===== config.mk =====
export PLATFORM = sky130hd
export DESIGN_NAME = wb_ram_flat
export DESIGN_NICKNAME = d
export VERILOG_FILES = /design/src/include/axis_utility.svh /design/src/logic/wb_if.sv /design/src/logic/wb_ram.sv /design/src/flat_wrapper.sv
export SDC_FILE = /design/constraint.sdc
export NUM_CORES = 2
export LEC_CHECK = 0
export ABC_CLOCK_PERIOD_IN_PS = 3000
export BUFFER_PORTS_ARGS = -buffer_cell sky130_fd_sc_hd__buf_2
export CORE_UTILIZATION = 35
export DETAILED_ROUTE_END_ITERATION = 10
export GPL_TIMING_DRIVEN = 0
export HOLD_SLACK_MARGIN = 0.15
export PLACE_DENSITY = 0.6
export SLEW_MARGIN = 10
export SYNTH_ARGS = -nofsm -noshare
export SYNTH_HDL_FRONTEND = slang
export SYNTH_SLANG_ARGS = --single-unit

===== constraint.sdc =====
create_clock -name clk -period 3 [get_ports clk]
set_input_delay 0.15 -clock clk [delete_from_list [all_inputs] [get_ports clk]]
set_output_delay 0.15 -clock clk [all_outputs]
set_load 0.02 [all_outputs]

===== src/include/axis_utility.svh =====
`ifndef AXIS_UTILITY_SVH
`define AXIS_UTILITY_SVH

// Defines a function that reverses the byte order of an nbytes wide word
`define BYTE_SWAP_FUNCTION(name, nbytes) \
function automatic logic [(nbytes)*8-1:0] name(input logic [(nbytes)*8-1:0] din); \
	logic [(nbytes)*8-1:0] dout; \
	for (int i = 0; i < (nbytes); i++) \
		dout[i*8 +: 8] = din[((nbytes)-1-i)*8 +: 8]; \
	return dout; \
endfunction

`endif


===== src/logic/wb_if.sv =====
`timescale 1ns/1ps

// Pipelined Wishbone, one ack per issued beat
interface wb_if #(
	parameter int BYTES     = 1,
	parameter int ADDR_BITS = 8
);

	logic [ADDR_BITS-1:0] adr;
	logic [BYTES*8-1:0]   dat_m2s;
	logic [BYTES*8-1:0]   dat_s2m;
	logic                 we;
	logic                 stb;
	logic                 cyc;
	logic                 ack;
	logic                 stall;

	modport master (
		output adr, dat_m2s, we, stb, cyc,
		input  dat_s2m, ack, stall
	);

	modport slave (
		input  adr, dat_m2s, we, stb, cyc,
		output dat_s2m, ack, stall
	);

endinterface


===== src/logic/wb_ram.sv =====
`timescale 1ns/1ps

module wb_ram #(
	parameter int BYTES     = 1,
	parameter int ADDR_BITS = 8
) (
	input logic clk,
	input logic sresetn,
	wb_if.slave wb
);

localparam int WORDS = 1 << ADDR_BITS;

logic [BYTES*8-1:0] mem [WORDS];
logic               issue;

assign issue    = wb.cyc && wb.stb && !wb.stall;
assign wb.stall = 1'b0; // Accepts a beat every cycle

// One ack per issued beat, one cycle later
always_ff @(posedge clk)
begin
	if (!sresetn)
		wb.ack <= 1'b0;
	else
		wb.ack <= issue;
end

always_ff @(posedge clk)
begin
	if (issue)
	begin
		if (wb.we)
			mem[wb.adr] <= wb.dat_m2s; // All lanes written
		else
			wb.dat_s2m <= mem[wb.adr];
	end
end

endmodule


===== src/flat_wrapper.sv =====
// flat-port wrapper written by rule: the top's interface ports become plain ports
module wb_ram_flat 
#(
	parameter int BYTES     = 1,
	parameter int ADDR_BITS = 8
)
  (clk, sresetn, wb_adr, wb_dat_m2s, wb_we, wb_stb, wb_cyc, wb_dat_s2m, wb_ack, wb_stall);
  wb_if #(.BYTES(BYTES), .ADDR_BITS(ADDR_BITS)) wb_i ();
  input logic clk;
  input logic sresetn;
  input wire logic [$bits(wb_i.adr)-1:0] wb_adr;
  input wire logic [$bits(wb_i.dat_m2s)-1:0] wb_dat_m2s;
  input wire logic [$bits(wb_i.we)-1:0] wb_we;
  input wire logic [$bits(wb_i.stb)-1:0] wb_stb;
  input wire logic [$bits(wb_i.cyc)-1:0] wb_cyc;
  output wire logic [$bits(wb_i.dat_s2m)-1:0] wb_dat_s2m;
  output wire logic [$bits(wb_i.ack)-1:0] wb_ack;
  output wire logic [$bits(wb_i.stall)-1:0] wb_stall;
  assign wb_i.adr = wb_adr;
  assign wb_i.dat_m2s = wb_dat_m2s;
  assign wb_i.we = wb_we;
  assign wb_i.stb = wb_stb;
  assign wb_i.cyc = wb_cyc;
  assign wb_dat_s2m = wb_i.dat_s2m;
  assign wb_ack = wb_i.ack;
  assign wb_stall = wb_i.stall;
  wb_ram #(.BYTES(BYTES), .ADDR_BITS(ADDR_BITS)) u_core (.clk(clk), .sresetn(sresetn), .wb(wb_i));
endmodule

==> impl_metrics.csv <==
group,metric,value,unit
synth,ys_ff_latch,2057,
synth,yosysUniqueCellTypes,23,
timing,fmax,319,MHz
timing,max-slew-margin-rel,19.2,%
placement,postPlaceCellArea,83200,um2
worst_setup_path,critical_path_class,"in -> reg",
layout,multiInputGateArea,16200,um2
floorplan,die_area,226000,um2
synth,ys_seq_area_share,78.8,%
run,cap_violations,0,
timing,worstMarginPinSlew,1210,ps
timing,period_share,104,%
timing,finalHoldViolations,0,
floorplan,boundaryPins,31,
layout,layout-drive-gt1-share,27.6,%
status,violations,"negative setup slack",
worst_setup_path,worstPathRequired,3450,ps
layout,fin_util,40.7,%
timing,finalClockSkew,54.0,ps
power,p_comb_share,4.7,%
floorplan,die_x,475,um
global_route,first_global_vias,38788,
power,switching_share,21.5,%
layout,area_delta_synth_final,15.5,%
status,status,"finished with violations",
power,cellPowerDensity,661,nW/um2
floorplan,rows,173,
synth,syn_area,78400,um2
power,seqPwrFrac,52.9,%
floorplan,coreArea,222000,um2
timing,finalSetupTns,-7670,ps
synth,avgSynthCellArea,22.2,um2
clock_network,cts_buffers,201,
synth,syn-num-nets,3553,
routing,drtIter0Drc,5416,
power,pwr-share-clk,42.4,%
power,cellLeakagePower,27.2,nW
global_route,grt-ovfl-total,0,
synth,synth_cells,3532,
clock_network,clock_path_buffers,3,
routing,drc,0,
placement,io_buffers,27,
timing,period_needed,3130,ps
routing,viasPerCell,5.59,
routing,drt.antenna.violating_nets,0,
worst_setup_path,endpoint_kind,"flop",
timing,maxSlewViolCount,0,
power,ir_worst_vdd,0.000471,V
synth,ys_warn_count,0,
layout,ff_latch_area,61800,um2
worst_setup_path,crit_arrival,3580,ps
power,total_power,59.8,mW
layout,nNetsFinal,3828,
floorplan,die_h,475,um
clock_network,clk_pin_slew,60,ps
global_route,grt_max_degree,143,
global_route,grt_pass1_wl,303000,um
global_route,grt_usage,19.4,%
clock_network,cts_sinks,2057,
timing,rsz0062_at_grt,"true",
layout,n_fill_cell,19355,
worst_setup_path,crit_fanout,10,
timing,fin_ws,-132,ps
clock_network,cts_tree,"yes",
worst_setup_path,start_kind,"primary input",
placement,place_congestion,0.922,
floorplan,initial_core_util,35.3,%
min_path,hold_class,"in -> reg",
clock_network,cts_root_buf,"clkbuf_16",
clock_network,htreeDepth,4,
routing,wl_per_cell,31.6,um
global_route,antenna_found_initial,15,
clock_network,clk_latency,840,ps
routing,vias,38872,
routing,dr.pass1.iters,6,
routing,totalWireLength,220000,um
placement,place_hpwl,143000,um
power,p_switching,12.9,mW
layout,stdcell_area,90500,um2
timing,finalSetupViolCount,171,
power,cell_internal_pwr,47.0,mW
==> worst paths after layout <==
path                       from              endpoint  slack, ps  depth (start not counted)
min               wb_dat_m2s[1]     u_core.mem[28][1]        350                          2
max reg2reg  u_core.mem[191][0]  u_core.wb.dat_s2m[0]         40                          5
min reg2reg  u_core.mem[175][6]  u_core.wb.dat_s2m[6]       1060                          5
max                   wb_adr[2]     u_core.mem[96][6]       -130                          7
==> cell usage in the layout, fill, tap and decap left out, drive strengths merged, types with 5 or more instances in the layout <==
cell / instances
nand3: 5
clkinv: 87
edfxtp: 2056
a22oi: 256
buf: 132
nand2: 30
inv: 7
mux4: 512
clkbuf: 396
nand4: 9
clkinvlp: 5
nor2: 262
dlygate4sd3: 17
nor2b: 6
a21oi: 128
o41ai: 32
bufinv: 22
==> sequential cells by signal (all words and copies together), names as in the netlist <==
name,flops
u_core.mem,2048
u_core.wb.ack,1
u_core.wb.dat_s2m,8
==> power by group through the flow <==
stage,combinational (mW),clock [mW],sequential (mW)
after floorplan,1.34,0,32.3
after detailed placement,2.77,0,32.3
after global placement,2.64,0,32.4
after global routing,2.93,26.7,31.6
after CTS,2.82,25.6,31.6
final,2.82,25.4,31.6
==> layout make-up <==
| type | count | area share, % |
|---|---|---|
| Multi-Input combinational cell | 1249 | 17.9 |
| Buffer | 222 | 1.16 |
| Clock buffer | 251 | 5.82 |
| Inverter | 1 | 0.00415 |
| Antenna cell | 4 | 0.0111 |
| Sequential cell | 2057 | 68.2 |
| Timing Repair Buffer | 75 | 1.33 |
| Tap cell | 2975 | 4.11 |
| Clock inverter | 120 | 1.47 |
==> worst max-delay path, stage by stage <==
cell and delay (ps):
buf_2 140, nor2_2 460, clkbuf_4 470, buf_1 540, nand2_2 580, clkbuf_2 420, nor2_1 750
==> kinds of logic (layout without fill, tap and decap cells) <==
logic type / Yosys count / count (layout) / synth area share (%)
flip-flops: 2057 / 2057 / 78.8
multiplexers: 512 / 512 / 14.7
buffers and inverters: 226 / 669 / 1.24
AND/OR/NAND/NOR: 320 / 320 / 1.61
other: 1 / 5 / 0.00478
AO/OA/AOI/OAI: 416 / 416 / 3.63
==> metrics by stage <==
stage                     setup slack, ps  instances  hold slack (ps)
after floorplan                       674       3532              249
after CTS                            -106       6950              313
after global placement              -3160       6534              396
final                                -132       6954              349
after detailed placement            -1900       6565              403
after global routing                -60.6       6954              331
==> per-layer routing <==
metal  global-route usage [%]  wire, um  vias up
met1                     26.1     86400    20954
met5                        0        27        -
met3                     4.01     19400      381
met4                     8.88     10500        4
li1                         -         -    15586
met2                     30.1    103000     1947
==> cell usage after synthesis, drive strengths merged <==
cell	number	area (um2)
buf	80	425
conb	1	3.75
nand2	30	113
mux4	512	11500
dfxtp	1	20.0
and2	2	12.5
a21oi	128	641
or2	1	6.26
nor2b	6	37.5
nand4	9	56.3
clkbuf	145	544
a22oi	256	1920
nor3	2	10.0
and3	1	6.26
edfxtp	2056	61700
o41ai	32	280
nand3	5	25.0
inv	1	3.75
nor2	262	983
nand2b	2	12.5
==> repair_timing <==
action                                  in CTS  in global routing
buffers inserted                             0                  0
hold buffers                                17                  0
endpoints found under the hold margin     1237                  0
gates resized for setup                    179                 30
endpoints found under the setup margin    1936                196
pin swaps                                    0                  0
Power figures use the tool's default switching activity.
